## config.mk

```make
export PLATFORM = sky130hd
export DESIGN_NAME = mac_top
export DESIGN_NICKNAME = d
export VERILOG_FILES = /design/src/arith_pkg.sv /design/src/mac_types_pkg.sv /design/src/mac_accumulator.sv /design/src/mac_top.sv /design/src/mult16.sv /design/src/prefix_adder.sv /design/src/wallace_mult8.sv
export VERILOG_INCLUDE_DIRS = /design/src /design/src/src
export SDC_FILE = /design/constraint.sdc
export NUM_CORES = 1
export LEC_CHECK = 0
export CAP_MARGIN = 20
export CELL_PAD_IN_SITES_DETAIL_PLACEMENT = 0
export CELL_PAD_IN_SITES_GLOBAL_PLACEMENT = 1
export CORE_ASPECT_RATIO = 1.2
export CORE_MARGIN = 10
export CORE_UTILIZATION = 50
export DETAILED_ROUTE_END_ITERATION = 8
export DONT_BUFFER_PORTS = 1
export PLACE_DENSITY = 0.88
export SLEW_MARGIN = 20
export SYNTH_ARGS = -nofsm -noshare
export SYNTH_HDL_FRONTEND = slang
export SYNTH_SLANG_ARGS = --single-unit
```

## constraint.sdc

```tcl
create_clock -name clk -period 17.45 [get_ports clk]
set_input_delay 3.49 -clock clk [delete_from_list [all_inputs] [get_ports clk]]
set_output_delay 3.49 -clock clk [all_outputs]
set_load 0.01 [all_outputs]
```

## src/mac_params.svh

```systemverilog
// ~~~~~~~~~~~~~~~~~~~~~~~~~~~~~~~~~~~~~~~~~~~~~~~~~
// Width macros for the MAC datapath
// ~~~~~~~~~~~~~~~~~~~~~~~~~~~~~~~~~~~~~~~~~~~~~~~~~
`ifndef MAC_PARAMS_SVH
`define MAC_PARAMS_SVH

// Operand and partial block widths
`define MAC_OPERAND_WIDTH 16
`define MAC_BLOCK_WIDTH   8
// Result widths
`define MAC_PRODUCT_WIDTH 32
`define MAC_ACC_WIDTH     36

`endif

```

## src/arith_pkg.sv

```systemverilog
// ~~~~~~~~~~~~~~~~~~~~~~~~~~~~~~~~~~~~~~~~~~~~~~~~~
// Carry codes and bit-level adder functions
// ~~~~~~~~~~~~~~~~~~~~~~~~~~~~~~~~~~~~~~~~~~~~~~~~~
package arith_pkg;

    // Upper bit is a|b, lower bit is a&b
    typedef enum logic [1:0] {
        CC_KILL      = 2'b00,
        CC_PROPAGATE = 2'b10,
        CC_GENERATE  = 2'b11
    } carry_code_t;

    // Returns {carry, sum}
    function automatic logic [1:0] full_add(input logic x, input logic y, input logic z);
        return {(x & y) | ((x ^ y) & z), x ^ y ^ z};
    endfunction

    // Returns {carry, sum}
    function automatic logic [1:0] half_add(input logic x, input logic y);
        return {x & y, x ^ y};
    endfunction

    // A propagating upper span passes on whatever the lower span decided
    function automatic carry_code_t combine_codes(input carry_code_t hi, input carry_code_t lo);
        return (hi == CC_PROPAGATE) ? lo : hi;
    endfunction

endpackage

```

## src/mac_types_pkg.sv

```systemverilog
// ~~~~~~~~~~~~~~~~~~~~~~~~~~~~~~~~~~~~~~~~~~~~~~~~~
// Datapath word types for the multiplier and
// accumulator
// ~~~~~~~~~~~~~~~~~~~~~~~~~~~~~~~~~~~~~~~~~~~~~~~~~
`include "mac_params.svh"

package mac_types_pkg;

    // Full input operand
    typedef logic [`MAC_OPERAND_WIDTH-1:0] operand_t;

    // One half of an operand and its 8x8 product
    typedef logic [`MAC_BLOCK_WIDTH-1:0] block_t;
    typedef logic [2*`MAC_BLOCK_WIDTH-1:0] block_product_t;

    // 16x16 product
    typedef logic [`MAC_PRODUCT_WIDTH-1:0] product_t;

    // Running sum that wraps modulo 2**36
    typedef logic [`MAC_ACC_WIDTH-1:0] acc_t;

endpackage

```

## src/mac_accumulator.sv

```systemverilog
// ~~~~~~~~~~~~~~~~~~~~~~~~~~~~~~~~~~~~~~~~~~~~~~~~~
// Two-stage accumulator with valid/ready control
// ~~~~~~~~~~~~~~~~~~~~~~~~~~~~~~~~~~~~~~~~~~~~~~~~~
`timescale 1ns/1ps
`include "mac_params.svh"

module mac_accumulator (
    input  logic                    clk,
    input  logic                    reset,
    input  logic                    in_valid,
    output logic                    in_ready,
    input  logic                    in_clear,
    input  mac_types_pkg::product_t product,
    output logic                    out_valid,
    input  logic                    out_ready,
    output mac_types_pkg::acc_t     acc
);
    import mac_types_pkg::*;

    localparam int EXT = `MAC_ACC_WIDTH - `MAC_PRODUCT_WIDTH;

    logic     s1_valid;
    logic     s1_clear;
    product_t s1_product;
    logic     s2_free;
    logic     s1_advance;
    logic     in_fire;
    acc_t     product_ext;
    acc_t     sum_base;
    acc_t     next_sum;

    // Stage 2 can take a new result once the current beat is gone
    assign s2_free    = !out_valid || out_ready;
    assign s1_advance = s1_valid && s2_free;
    assign in_ready   = !s1_valid || s2_free;
    assign in_fire    = in_valid && in_ready;

    // Stage 1 valid bit
    always_ff @(posedge clk) begin
        if (reset) begin
            s1_valid <= 1'b0;
        end else if (in_ready) begin
            s1_valid <= in_valid;
        end
    end

    // Stage 1 payload
    always_ff @(posedge clk) begin
        if (in_fire) begin
            s1_product <= product;
            s1_clear   <= in_clear;
        end
    end

    // Clear restarts the sum from this product alone
    assign product_ext = {{EXT{1'b0}}, s1_product};
    assign sum_base    = s1_clear ? '0 : acc;

    prefix_adder #(.WIDTH(`MAC_ACC_WIDTH)) u_acc_add (
        .a(sum_base), .b(product_ext), .cin(1'b0), .sum(next_sum), .cout()
    );

    // Stage 2 holds the running sum, which is also the output beat
    always_ff @(posedge clk) begin
        if (reset) begin
            out_valid <= 1'b0;
            acc       <= '0;
        end else begin
            if (s2_free) begin
                out_valid <= s1_valid;
            end
            if (s1_advance) begin
                acc <= next_sum;
            end
        end
    end

endmodule

```

## src/mac_top.sv

```systemverilog
// ~~~~~~~~~~~~~~~~~~~~~~~~~~~~~~~~~~~~~~~~~~~~~~~~~
// MAC top level with the multiplier feeding the accumulator
// ~~~~~~~~~~~~~~~~~~~~~~~~~~~~~~~~~~~~~~~~~~~~~~~~~
`timescale 1ns/1ps

module mac_top (
    input  logic                    clk,
    input  logic                    reset,
    input  logic                    in_valid,
    output logic                    in_ready,
    input  logic                    in_clear,
    input  mac_types_pkg::operand_t a,
    input  mac_types_pkg::operand_t b,
    output logic                    out_valid,
    input  logic                    out_ready,
    output mac_types_pkg::acc_t     acc
);
    import mac_types_pkg::*;

    // Combinational product of the presented operands
    product_t product;

    mult16 u_mult (
        .a       (a),
        .b       (b),
        .product (product)
    );

    mac_accumulator u_acc (
        .clk       (clk),
        .reset     (reset),
        .in_valid  (in_valid),
        .in_ready  (in_ready),
        .in_clear  (in_clear),
        .product   (product),
        .out_valid (out_valid),
        .out_ready (out_ready),
        .acc       (acc)
    );

endmodule

```

## src/mult16.sv

```systemverilog
// ~~~~~~~~~~~~~~~~~~~~~~~~~~~~~~~~~~~~~~~~~~~~~~~~~
// 16x16 multiplier from four 8x8 Wallace blocks
// ~~~~~~~~~~~~~~~~~~~~~~~~~~~~~~~~~~~~~~~~~~~~~~~~~
`timescale 1ns/1ps
`include "mac_params.svh"

module mult16 (
    input  mac_types_pkg::operand_t a,
    input  mac_types_pkg::operand_t b,
    output mac_types_pkg::product_t product
);
    import mac_types_pkg::*;

    localparam int BW = `MAC_BLOCK_WIDTH;

    block_t         a_lo, a_hi, b_lo, b_hi;
    block_product_t p_ll, p_lh, p_hl, p_hh;
    block_product_t cross_sum;
    block_product_t mid_sum;
    logic           cross_carry;
    logic           mid_carry;
    block_t         top_byte;

    assign a_lo = a[BW-1:0];
    assign a_hi = a[2*BW-1:BW];
    assign b_lo = b[BW-1:0];
    assign b_hi = b[2*BW-1:BW];

    wallace_mult8 u_mul_ll (.a(a_lo), .b(b_lo), .prod(p_ll));
    wallace_mult8 u_mul_lh (.a(a_lo), .b(b_hi), .prod(p_lh));
    wallace_mult8 u_mul_hl (.a(a_hi), .b(b_lo), .prod(p_hl));
    wallace_mult8 u_mul_hh (.a(a_hi), .b(b_hi), .prod(p_hh));

    // Cross terms share weight 2**8
    prefix_adder #(.WIDTH(2*BW)) u_cross_add (
        .a(p_lh), .b(p_hl), .cin(1'b0), .sum(cross_sum), .cout(cross_carry)
    );

    // High byte of low-low and low byte of high-high fill bits 8..23
    prefix_adder #(.WIDTH(2*BW)) u_mid_add (
        .a(cross_sum), .b({p_hh[BW-1:0], p_ll[2*BW-1:BW]}), .cin(1'b0),
        .sum(mid_sum), .cout(mid_carry)
    );

    // Both carries land on bit 24
    prefix_adder #(.WIDTH(BW)) u_top_add (
        .a(p_hh[2*BW-1:BW]), .b({{(BW-1){1'b0}}, cross_carry}), .cin(mid_carry),
        .sum(top_byte), .cout()
    );

    assign product = {top_byte, mid_sum, p_ll[BW-1:0]};

endmodule

```

## src/prefix_adder.sv

```systemverilog
// ~~~~~~~~~~~~~~~~~~~~~~~~~~~~~~~~~~~~~~~~~~~~~~~~~
// Recursive-doubling prefix adder
// ~~~~~~~~~~~~~~~~~~~~~~~~~~~~~~~~~~~~~~~~~~~~~~~~~
`timescale 1ns/1ps

module prefix_adder #(
    parameter int WIDTH = 16
) (
    input  logic [WIDTH-1:0] a,
    input  logic [WIDTH-1:0] b,
    input  logic             cin,
    output logic [WIDTH-1:0] sum,
    output logic             cout
);
    import arith_pkg::*;

    localparam int LEVELS = (WIDTH > 1) ? $clog2(WIDTH) : 1;

    carry_code_t      base [WIDTH];
    logic [WIDTH-1:0] carry;

    // Bit 0 already knows its carry out, so it is resolved from the start
    assign base[0] = ((a[0] & b[0]) | (a[0] & cin) | (b[0] & cin)) ? CC_GENERATE : CC_KILL;

    for (genvar i = 1; i < WIDTH; i++) begin : code_gen
        assign base[i] = carry_code_t'({a[i] | b[i], a[i] & b[i]});
    end

    // Level l merges each bit with the span 2**l below it
    for (genvar l = 0; l < LEVELS; l++) begin : lvl
        carry_code_t prev [WIDTH];
        carry_code_t code [WIDTH];

        if (l == 0) begin : g_src
            assign prev = base;
        end else begin : g_src
            assign prev = lvl[l-1].code;
        end

        for (genvar i = 0; i < WIDTH; i++) begin : node
            if (i >= (1 << l)) begin : g_merge
                assign code[i] = combine_codes(prev[i], prev[i - (1 << l)]);
            end else begin : g_keep
                assign code[i] = prev[i];
            end
        end
    end

    // Every code is kill or generate by now
    for (genvar i = 0; i < WIDTH; i++) begin : resolve
        assign carry[i] = (lvl[LEVELS-1].code[i] == CC_GENERATE);
    end

    assign sum[0] = a[0] ^ b[0] ^ cin;
    for (genvar i = 1; i < WIDTH; i++) begin : sum_bit
        assign sum[i] = a[i] ^ b[i] ^ carry[i-1];
    end
    assign cout = carry[WIDTH-1];

endmodule

```

## src/wallace_mult8.sv

```systemverilog
// ~~~~~~~~~~~~~~~~~~~~~~~~~~~~~~~~~~~~~~~~~~~~~~~~~
// 8x8 Wallace-tree multiplier
// ~~~~~~~~~~~~~~~~~~~~~~~~~~~~~~~~~~~~~~~~~~~~~~~~~
`timescale 1ns/1ps
`include "mac_params.svh"

module wallace_mult8 (
    input  mac_types_pkg::block_t         a,
    input  mac_types_pkg::block_t         b,
    output mac_types_pkg::block_product_t prod
);
    import arith_pkg::*;

    localparam int NR = `MAC_BLOCK_WIDTH;
    localparam int PW = 2 * `MAC_BLOCK_WIDTH;

    // Rows left after a number of 3:2 compression levels
    function automatic int rows_after(input int level);
        int n;
        n = NR;
        for (int k = 0; k < level; k++) begin
            n = 2 * (n / 3) + n % 3;
        end
        return n;
    endfunction

    function automatic int tree_depth();
        int d;
        d = 0;
        while (rows_after(d) > 2) begin
            d++;
        end
        return d;
    endfunction

    localparam int DEPTH = tree_depth();

    logic [PW-1:0] pp [NR];
    logic [PW-1:0] row_x;
    logic [PW-1:0] row_y;

    // AND partial products, each row shifted to its weight
    for (genvar j = 0; j < NR; j++) begin : pp_row
        assign pp[j] = PW'(a & {NR{b[j]}}) << j;
    end

    for (genvar lv = 0; lv < DEPTH; lv++) begin : lvl
        localparam int NIN  = rows_after(lv);
        localparam int NGRP = NIN / 3;
        localparam int NOUT = rows_after(lv + 1);

        logic [PW-1:0] cur [NIN];
        logic [PW-1:0] nxt [NOUT];

        if (lv == 0) begin : g_src
            assign cur = pp;
        end else begin : g_src
            assign cur = lvl[lv-1].nxt;
        end

        // Each group of three rows becomes a sum row and a carry row
        for (genvar g = 0; g < NGRP; g++) begin : grp
            logic [PW-1:0] s;
            logic [PW-1:0] c;
            for (genvar i = 0; i < PW; i++) begin : col
                assign {c[i], s[i]} = full_add(cur[3*g][i], cur[3*g+1][i], cur[3*g+2][i]);
            end
            assign nxt[2*g]   = s;
            // Top carry is always zero since the product fits in PW bits
            assign nxt[2*g+1] = {c[PW-2:0], 1'b0};
        end

        // Leftover rows wait for the next level
        for (genvar r = 3 * NGRP; r < NIN; r++) begin : pass
            assign nxt[2*NGRP + r - 3*NGRP] = cur[r];
        end
    end

    assign row_x = lvl[DEPTH-1].nxt[0];
    assign row_y = lvl[DEPTH-1].nxt[1];

    // Final carry-propagate step over the last two rows
    always_comb begin
        logic carry;
        {carry, prod[0]} = half_add(row_x[0], row_y[0]);
        for (int i = 1; i < PW; i++) begin
            {carry, prod[i]} = full_add(row_x[i], row_y[i], carry);
        end
    end

endmodule
```

==> impl_metrics.env, run 1 <==
export IMPL_crit_path_start_kind="input port"
export IMPL_drv_cap=0
export IMPL_top_level_ports=75
export IMPL_slew_at_the_pin_with_the_worst_max_slew_slack_ns=0.824
export IMPL_cts_htree_levels=3
export IMPL_core_area_sq_um=29500
export IMPL_min_path_cells=2
export IMPL_clock_sinks=71
export IMPL_iteration_count_of_the_initial_detailed_routing_pass=5
export IMPL_path_max_fanout=16
export IMPL_grt_util_met3_pct=3.17
export IMPL_finalWorstPathRequiredPeriod_ns=12.29
export IMPL_grt_antenna_before_repair=0
export IMPL_dieHeight_um=209
export IMPL_drt_wirelength_per_cell_um=15.9
export IMPL_syn2layout_area_growth_pct=4.39
export IMPL_numCtsBuffers=9
export IMPL_crit_path_slowest_cell="fa_1"
export IMPL_clkSlewWorstSetupHoldPaths_ns=0.06
export IMPL_synth_ff_type="dfxtp_1"
export IMPL_path_class="input port to register"
export IMPL_drt_total_wl_um=32200
export IMPL_port_buffer_cells=0
export IMPL_rows=69
export IMPL_number_of_enable_type_register_cells_in_the_synthesized_netlist=33
export IMPL_mappedNetlistNets=2120
export IMPL_min_delay_start="u_acc.acc[2]"
export IMPL_post_cts_setup_buffer_count=0
export IMPL_synth_cell_area_sq_um=14900
export IMPL_synth_seq_cells=71
export IMPL_cts_tree="built"
export IMPL_crit_path_frequent_cell="fa_1"
export IMPL_via_count_of_the_first_global_routing_pass=11178
export IMPL_hold_bufs_at_cts=0
export IMPL_gp_congestion=0.873
export IMPL_n_antenna_cell=0
export IMPL_worst_hold_path_endpoint="u_acc.acc[2]"
export IMPL_grt_start_max_net_pins=58
export IMPL_worst_r2r_startpoint="u_acc.s1_clear"
export IMPL_global_route_wire_length_before_repair_um=54400
export IMPL_drt_iter0_markers=552
export IMPL_setup_violations_final=0
export IMPL_met1_grt_util_pct=21.2
export IMPL_crit_path_required_time_ns=17.53
export IMPL_numPlacedInstances=2009
export IMPL_die_area_sq_um=37100
export IMPL_resized_cells_post_cts=0
export IMPL_clock_root_buffer="clkbuf_16"
export IMPL_synthDominantCellAreaShare_pct=25.8
export IMPL_timing_setup_tns_ns=0
export IMPL_crit_path_end_kind="register"
export IMPL_netlist_top_cells_count="inv_1 (328), ha_1 (223), fa_1 (192)"
export IMPL_detail_route_antenna_nets=0
export IMPL_finish_net_count=2082
export IMPL_grt_use_met2_pct=32.2
export IMPL_status="complete, no violations"
export IMPL_layout_drive_gt1_share_pct=2.75
export IMPL_async_set_or_reset_register_ratio_after_synthesis_pct=0
export IMPL_grtUsageTotal_pct=17.8
export IMPL_grt_setup_unrepaired="no"
export IMPL_synth_distinct_cells=65
export IMPL_gr_total_overflow=0
export IMPL_netlist_top_cell_by_area="fa_1"
export IMPL_avg_vias_per_cell=5.28
export IMPL_post_synth_top_count_cell="inv_1"
export IMPL_fin_worst_skew_ns=0.00772
export IMPL_synth_seq_area_share_pct=11.8
export IMPL_timing_final_hold_violations=0
export IMPL_classification_of_the_worst_slack_hold_path="register to register"
export IMPL_cts_root_to_sink_buffers=2
export IMPL_worstRegToRegCells=13
export IMPL_post_route_drc_count=0
export IMPL_worst_skew_pair_late_latency_ns=0.35
export IMPL_maxSlewHeadroom_pct=44.4
export IMPL_synth_area_top_cells="fa_1 (26%), ha_1 (19%), inv_1 (8.3%)"
export IMPL_timing_max_transition_violations_final=0
export IMPL_layout_cells_non_filler=2025
export IMPL_initial_core_util_pct=50.4
export IMPL_die_width_um=178
export IMPL_critPathArrivalTime_ns=12.37
export IMPL_max_freq_ghz=0.0813
export IMPL_yosysWarningCount=0
export IMPL_crit_path_max_incr_delay_ns=0.53
export IMPL_avgSynthCellArea_sq_um=8.93
export IMPL_regToRegEndpoint="u_acc.acc[34]"
export IMPL_final_min_period_over_clock_period_pct=70.4
export IMPL_setup_reg_to_reg_worst_slack_ns=13.28
export IMPL_route_vias_total=10689
export IMPL_hpwl_reported_at_the_end_of_detailed_placement_um=26600
export IMPL_gr_max_usage_layer="met2"
export IMPL_syn_inst=1668
## placed cells by master (no fill, tap or decap), drive strengths merged, types with 3 or more instances in the layout
cell type | Yosys | layout
and2 | 178 | 178
nor3 | 15 | 15
buf | 4 | 3
or3 | 3 | 3
nor3b | 8 | 8
o31ai | 13 | 13
mux2i | 41 | 41
nand2 | 123 | 123
fa | 192 | 192
a31oi | 5 | 5
a32oi | 5 | 5
edfxtp | 33 | 33
o211ai | 12 | 12
nor2 | 92 | 92
inv | 328 | 328
o31a | 3 | 3
xnor2 | 37 | 37
o21ai | 27 | 27
a2111oi | 3 | 3
a21oi | 30 | 30
nor2b | 19 | 19
o2111ai | 3 | 3
a311oi | 6 | 6
mux2 | 14 | 14
nand2b | 43 | 43
xor2 | 25 | 25
a221oi | 7 | 7
nand3 | 6 | 6
clkbuf | 48 | 13
o2111a | 3 | 3
a211oi | 33 | 33
dfxtp | 38 | 38
ha | 223 | 223
o21bai | 4 | 4
o21a | 6 | 6
o311ai | 8 | 8
## cell type report
class,instances,area [sq um]
clock buffers,13,283
clock inverters,3,47.5
fillers,2726,14000
inverters,328,1230
multi-input cells,1217,11700
flip-flops and latches,71,1750
well taps,390,488
repair buffers,3,22.5
## sequential cells by signal (all words and copies together), names as in the netlist
register / flops
u_acc.s1_valid: 1
u_acc.s1_product: 32
u_acc.out_valid: 1
u_acc.s1_clear: 1
u_acc.acc: 36
## stage by stage
stage	hold WS, ns	instance area [sq um]	utilization, %	setup slack, ns
floorplan	0.488	14900	-	5.09
global placement	0.510	15200	51.5	4.97
detailed placement	0.534	15200	51.5	4.83
CTS	0.541	15500	52.7	5.17
global route	0.551	15500	52.7	4.62
finish	0.532	15500	52.7	5.16
## how the worst max path moves through the flow
stage | slack, ns | to | start | cells after the start
after global placement | 4.97 | u_acc.s1_product[31] | b[11] | 32
after floorplan | 5.09 | u_acc.s1_product[31] | b[8] | 32
final | 5.16 | u_acc.s1_product[31] | b[11] | 32
after detailed placement | 4.83 | u_acc.s1_product[31] | b[11] | 32
after CTS | 5.17 | u_acc.s1_product[31] | b[11] | 32
after global routing | 4.62 | u_acc.s1_product[31] | b[11] | 32
## metal layers
layer / vias up / part of all wire, %
li1: 5188 / -
met4: 0 / 0.94
met2: 170 / 52
met1: 5311 / 42
met5: - / 0
met3: 20 / 5.3
## worst max-delay path, delay by kind of cell
kind	cells	cell delay, ns
AO/OA/AOI/OAI	2	0.29
adder cells (fa/ha/maj)	17	6.32
buffers and inverters	3	0.14
XOR/XNOR	1	0.14
AND/OR/NAND/NOR	9	1.98
## cells by family (layout without fill, tap and decap cells)
logic type               count (synthesis)  in the layout  share of synthesized area (%)
AND/OR/NAND/NOR                        501            501                           17.4
flip-flops                              71             71                           11.8
XOR/XNOR                                62             62                           3.65
buffers and inverters                  380            347                           9.58
adder cells (fa/ha/maj)                415            415                           44.5
AO/OA/AOI/OAI                          184            184                           9.27
multiplexers                            55             55                           3.81
Power of run 1 is not shown: default switching activity piles up to over one toggle a cycle in this logic, so the estimate is an artifact.
==> inputs of run 2 (changes only) <==
--- a/config.mk
+++ b/config.mk
@@ -6,15 +6,16 @@
 export SDC_FILE = /design/constraint.sdc
 export NUM_CORES = 1
 export LEC_CHECK = 0
+export ABC_AREA = 1
 export CAP_MARGIN = 20
 export CELL_PAD_IN_SITES_DETAIL_PLACEMENT = 0
 export CELL_PAD_IN_SITES_GLOBAL_PLACEMENT = 1
 export CORE_ASPECT_RATIO = 1.2
 export CORE_MARGIN = 10
-export CORE_UTILIZATION = 50
+export CORE_UTILIZATION = 49
 export DETAILED_ROUTE_END_ITERATION = 8
 export DONT_BUFFER_PORTS = 1
-export PLACE_DENSITY = 0.88
+export PLACE_DENSITY = 0.9
 export SLEW_MARGIN = 20
 export SYNTH_ARGS = -nofsm -noshare
 export SYNTH_HDL_FRONTEND = slang
==> constraint.sdc (replaced) <==
create_clock -name clk -period 12 [get_ports clk]
set_input_delay 2.4 -clock clk [delete_from_list [all_inputs] [get_ports clk]]
set_output_delay 2.4 -clock clk [all_outputs]
set_load 0.01 [all_outputs]
==> impl_metrics.env, run 2 <==
export IMPL_status="complete, no violations"
export IMPL_crit_path_start_kind="input port"
export IMPL_synthDominantCellAreaShare_pct=24.2
export IMPL_number_of_enable_type_register_cells_in_the_synthesized_netlist=33
export IMPL_fin_worst_skew_ns=0.00954
export IMPL_post_synth_top_count_cell="inv_1"
export IMPL_syn2layout_area_growth_pct=3.63
export IMPL_top_level_ports=75
export IMPL_largest_registers="u_acc.acc (36), u_acc.s1_product (32)"
export IMPL_global_route_wire_length_before_repair_um=63300
export IMPL_syn_inst=2220
export IMPL_crit_path_required_time_ns=12.09
export IMPL_worst_skew_pair_late_latency_ns=0.35
export IMPL_grt_antenna_before_repair=0
export IMPL_crit_path_frequent_cell="fa_1"
export IMPL_path_class="input port to register"
export IMPL_hpwl_reported_at_the_end_of_detailed_placement_um=32800
export IMPL_seq_area_sq_um=1750
export IMPL_clock_root_buffer="clkbuf_16"
export IMPL_via_count_of_the_first_global_routing_pass=12666
export IMPL_grtUsageTotal_pct=19.7
export IMPL_layout_core_utilization_pct=51.2
export IMPL_layout_drive_gt1_share_pct=3.28
export IMPL_n_antenna_cell=0
export IMPL_worstRegToRegCells=19
export IMPL_detail_route_antenna_nets=0
export IMPL_layout_cells_most_common="inv_1"
export IMPL_min_path_cells=2
export IMPL_maxSlewHeadroom_pct=41.6
export IMPL_fillerInstances=3203
export IMPL_avgSynthCellArea_sq_um=7.15
export IMPL_yosysWarningCount=0
export IMPL_synth_cell_area_sq_um=15900
export IMPL_multi_input_comb_area_sq_um=11300
export IMPL_max_freq_ghz=0.0873
export IMPL_crit_path_end_kind="register"
export IMPL_timing_final_hold_violations=0
export IMPL_finalWorstPathRequiredPeriod_ns=11.46
export IMPL_mostFrequentLayoutCells="inv_1 (665), nand2_1 (494), ha_1 (222)"
export IMPL_core_area_sq_um=32200
export IMPL_classification_of_the_worst_slack_hold_path="register to register"
export IMPL_numCtsBuffers=9
export IMPL_synth_distinct_cells=39
export IMPL_finish_net_count=2609
export IMPL_avg_vias_per_cell=4.90
export IMPL_cts_tree="built"
export IMPL_dieHeight_um=217
export IMPL_synth_seq_cells=71
export IMPL_post_route_drc_count=0
export IMPL_slew_at_the_pin_with_the_worst_max_slew_slack_ns=0.870
export IMPL_cts_root_to_sink_buffers=2
export IMPL_die_width_um=184
export IMPL_die_area_sq_um=40000
export IMPL_crit_path_slowest_cell="fa_2"
export IMPL_drt_iter0_markers=689
export IMPL_port_buffer_cells=0
export IMPL_netlist_top_cells_count="inv_1 (665), nand2_1 (494), ha_1 (223)"
export IMPL_final_min_period_over_clock_period_pct=95.5
export IMPL_grt_setup_unrepaired="no"
export IMPL_path_max_fanout=16
export IMPL_critPathArrivalTime_ns=11.54
export IMPL_netlist_top_cell_by_area="fa_1"
export IMPL_clock_sinks=71
export IMPL_iteration_count_of_the_initial_detailed_routing_pass=5
export IMPL_drt_wirelength_per_cell_um=15.1
export IMPL_grt_start_max_net_pins=47
export IMPL_regMostFlops="u_acc.acc"
export IMPL_initial_core_util_pct=49.4
export IMPL_synth_seq_area_share_pct=11.0
export IMPL_drt_total_wl_um=38800
export IMPL_largest_register_ff_count=36
export IMPL_gr_total_overflow=0
export IMPL_crit_path_max_incr_delay_ns=0.59
export IMPL_synth_ff_type="dfxtp_1"
export IMPL_synth_area_top_cells="fa_1 (24%), ha_1 (18%), inv_1 (16%)"
export IMPL_cts_htree_levels=3
export IMPL_timing_max_transition_violations_final=0
export IMPL_hold_bufs_at_cts=0
export IMPL_setup_violations_final=0
export IMPL_async_set_or_reset_register_ratio_after_synthesis_pct=0
export IMPL_drv_cap=0
export IMPL_gp_congestion=0.939
export IMPL_mappedNetlistNets=2672
export IMPL_rows=72
export IMPL_clkSlewWorstSetupHoldPaths_ns=0.05
export IMPL_route_vias_total=12589
run 2: changes by cell type in the layout (fill, tap and decap cells not counted), sizes merged, moves of 19 or more:
cell / change
a211oi: -33
a21oi: +75
and2: -177
inv: +348
mux2i: -29
nand2: +379
nand2b: -43
nand3: +33
nor2b: -19
o21ai: +126
run 2: cell type report:
cell class                      instances  share of cell area (%)
Multi-Input combinational cell       1395                    68.8
Inverter                              677                    15.4
Timing Repair Buffer                    3                   0.137
Sequential cell                        71                    10.6
Clock buffer                           10                    1.39
Clock inverter                          6                   0.517
Tap cell                              407                    3.09
run 2: path summary, 6_finish.rpt:
check | start | to | slack, ns
setup / recovery | b[11] | u_acc.s1_product[31] | 0.54
hold / removal | u_acc.acc[2] | u_acc.acc[2] | 0.52
setup reg to reg | u_acc.s1_clear | u_acc.acc[30] | 8.99
hold reg to reg | u_acc.acc[2] | u_acc.acc[2] | 0.52
run 2: through the flow:
step	area, sq um	setup TNS, ns	worst slack, ns	cells	hold WS [ns]
floorplan	15900	0	0.265	2220	0.488
global placement	16100	0	0.198	2553	0.517
detailed placement	16100	-0.00996	-0.00996	2553	0.521
CTS	16400	0	0.342	2569	0.530
global route	16500	0	0.0513	2569	0.566
finish	16500	0	0.543	2569	0.524
run 2: logic make-up after synthesis:
| kind of cell | count (synthesis) | synth area share (%) |
|---|---|---|
| buffers and inverters | 754 | 17.8 |
| and+or+nand+nor | 636 | 15.8 |
| adders and majority gates | 415 | 41.8 |
| AOI/OAI and AO/OA | 276 | 9.74 |
| DFF | 71 | 11.0 |
| xor gates and xnor gates | 55 | 3.03 |
| muxes | 13 | 0.827 |
run 2: layer usage:
metal	vias up	wire, um	global-route usage (%)
met3	59	1660	2.00
li1	6332	-	-
met2	274	20700	37.0
met5	-	0	0
met1	5924	14900	22.0
met4	0	1510	8.53
run 2: repair_timing:
| item | CTS | global route |
|---|---|---|
| gates resized for setup | 0 | 6 |
| endpoints found under the setup margin | 0 | 2 |
| buffers inserted | 0 | 0 |
run 2: critical path: cells and delay by family:
family | cells | cell delay (ns)
multiplexers | 1 | 0.14
adder cells (fa/ha/maj) | 17 | 6.48
XOR/XNOR | 2 | 0.34
AND/OR/NAND/NOR | 8 | 0.81
AO/OA/AOI/OAI | 5 | 0.72
buffers and inverters | 10 | 0.62
Power of run 2 is left out for the same reason.
==> inputs of run 3 (changes only) <==
--- a/config.mk
+++ b/config.mk
@@ -15,7 +15,9 @@
 export CORE_UTILIZATION = 49
 export DETAILED_ROUTE_END_ITERATION = 8
 export DONT_BUFFER_PORTS = 1
+export GPL_TIMING_DRIVEN = 0
 export PLACE_DENSITY = 0.9
+export REMOVE_ABC_BUFFERS = 1
 export SLEW_MARGIN = 20
 export SYNTH_ARGS = -nofsm -noshare
 export SYNTH_HDL_FRONTEND = slang
==> impl_metrics.env, run 3 (synthesized netlist as in run 2, its figures left out) <==
export IMPL_crit_start="b[11]"
export IMPL_finalWorstPathRequiredPeriod_ns=11.42
export IMPL_preCtsSetupSlack_ns=0.0873
export IMPL_drv_cap=0
export IMPL_grt_antenna_before_repair=0
export IMPL_gp_congestion=0.916
export IMPL_setup_violations_final=0
export IMPL_max_freq_ghz=0.0875
export IMPL_timing_max_transition_violations_final=0
export IMPL_route_vias_total=12676
export IMPL_clock_root_buffer="clkbuf_16"
export IMPL_clock_sinks=71
export IMPL_finalWorstSetupSlack_ns=0.576
export IMPL_regMostFlops="u_acc.acc"
export IMPL_regToRegEndpoint="u_acc.acc[22]"
export IMPL_initial_core_util_pct=49.4
export IMPL_layout_core_utilization_pct=51.2
export IMPL_hpwl_reported_at_the_end_of_detailed_placement_um=31300
export IMPL_avg_vias_per_cell=4.93
export IMPL_crit_path_slowest_cell="fa_2"
export IMPL_drt_iter0_markers=643
export IMPL_path_max_fanout=16
export IMPL_core_area_sq_um=32200
export IMPL_slew_at_the_pin_with_the_worst_max_slew_slack_ns=0.817
export IMPL_post_cts_setup_buffer_count=0
export IMPL_path_class="input port to register"
export IMPL_grtUsageTotal_pct=19.3
export IMPL_rows=72
export IMPL_min_delay_start="u_acc.acc[0]"
export IMPL_classification_of_the_worst_slack_hold_path="register to register"
export IMPL_via_count_of_the_first_global_routing_pass=13163
export IMPL_worst_hold_path_endpoint="u_acc.acc[0]"
export IMPL_largest_registers="u_acc.acc (36), u_acc.s1_product (32)"
export IMPL_worst_r2r_startpoint="u_acc.s1_clear"
export IMPL_syn2layout_area_growth_pct=3.74
export IMPL_crit_path_max_incr_delay_ns=0.58
export IMPL_timing_setup_tns_ns=0
export IMPL_post_route_drc_count=0
export IMPL_finish_net_count=2609
export IMPL_grt_start_max_net_pins=29
export IMPL_min_path_cells=2
export IMPL_layout_drive_gt1_share_pct=3.33
export IMPL_crit_path_frequent_cell="fa_1"
export IMPL_iteration_count_of_the_initial_detailed_routing_pass=5
export IMPL_fin_worst_skew_ns=0.00519
export IMPL_clkSlewWorstSetupHoldPaths_ns=0.06
export IMPL_crit_path_start_kind="input port"
export IMPL_mostFrequentLayoutCells="inv_1 (665), nand2_1 (493), ha_1 (222)"
export IMPL_maxSlewHeadroom_pct=45.2
export IMPL_cts_tree="built"
export IMPL_grt_setup_unrepaired="no"
export IMPL_worstRegToRegCells=17
export IMPL_numCtsBuffers=9
export IMPL_n_antenna_cell=0
export IMPL_drt_wirelength_per_cell_um=14.6
export IMPL_global_route_wire_length_before_repair_um=62800
export IMPL_cts_htree_levels=3
export IMPL_setup_reg_to_reg_worst_slack_ns=8.77
export IMPL_dieHeight_um=217
export IMPL_layout_cells_most_common="inv_1"
export IMPL_detail_route_antenna_nets=0
export IMPL_cts_root_to_sink_buffers=2
export IMPL_crit_path_required_time_ns=12.09
export IMPL_die_area_sq_um=40000
export IMPL_die_width_um=184
export IMPL_drt_total_wl_um=37500
export IMPL_largest_register_ff_count=36
export IMPL_critPathArrivalTime_ns=11.51
export IMPL_port_buffer_cells=0
export IMPL_gr_total_overflow=0
export IMPL_hold_bufs_at_cts=0
export IMPL_worst_skew_pair_late_latency_ns=0.34
export IMPL_final_min_period_over_clock_period_pct=95.2
export IMPL_crit_path_end_kind="register"
export IMPL_top_level_ports=75
export IMPL_status="complete, no violations"
export IMPL_timing_final_hold_violations=0
==> run 3: cell types whose count changed in the layout (fill, tap and decap cells not counted), sizes merged <==
cell | before | now
bufinv | 2 | 1
clkinv | 4 | 3
inv | 676 | 678
==> run 3: how the worst max path moves through the flow <==
stage                                      end  depth (start not counted)
after CTS                 u_acc.s1_product[31]                         44
after detailed placement  u_acc.s1_product[31]                         44
after floorplan           u_acc.s1_product[31]                         43
after global routing      u_acc.s1_product[31]                         44
final                     u_acc.s1_product[31]                         44
after global placement    u_acc.s1_product[31]                         44
==> run 3: worst max-delay path: cells and delay by family <==
| family | cells | cell delay (ns) |
|---|---|---|
| AO/OA/AOI/OAI | 6 | 0.75 |
| AND/OR/NAND/NOR | 9 | 0.90 |
| adder cells (fa/ha/maj) | 17 | 6.54 |
| XOR/XNOR | 2 | 0.31 |
| buffers and inverters | 10 | 0.60 |
==> run 3: repair_timing <==
action / CTS / global route
resized for setup: 0 / 4
endpoints found under the setup margin: 0 / 2
endpoints found under the hold margin: 0 / 0
==> run 3: cell type report <==
type | count | area, sq um
fillers | 3138 | 15700
multi-input cells | 1395 | 11300
inverters | 677 | 2540
well taps | 407 | 509
repair buffers | 3 | 57.6
clock buffers | 10 | 229
clock inverters | 6 | 68.8
flip-flops and latches | 71 | 1750
==> run 3: layer usage <==
layer	up-vias	GRT usage (%)	share of wire, %
li1	6340	-	-
met4	0	6.37	2.4
met5	-	0	0
met2	252	36.5	52
met1	6034	21.7	41
met3	50	2.38	4.7
==> run 3: stage by stage <==
step | hold WS (ns) | instances | cell area [sq um]
6_report | 0.562 | 2569 | 16500
4_1_cts | 0.572 | 2569 | 16500
5_1_grt | 0.595 | 2569 | 16500
3_3_place_gp | 0.539 | 2550 | 16100
2_1_floorplan | 0.489 | 2143 | 15600
3_5_place_dp | 0.563 | 2553 | 16200
Power of run 3 is left out for the same reason.
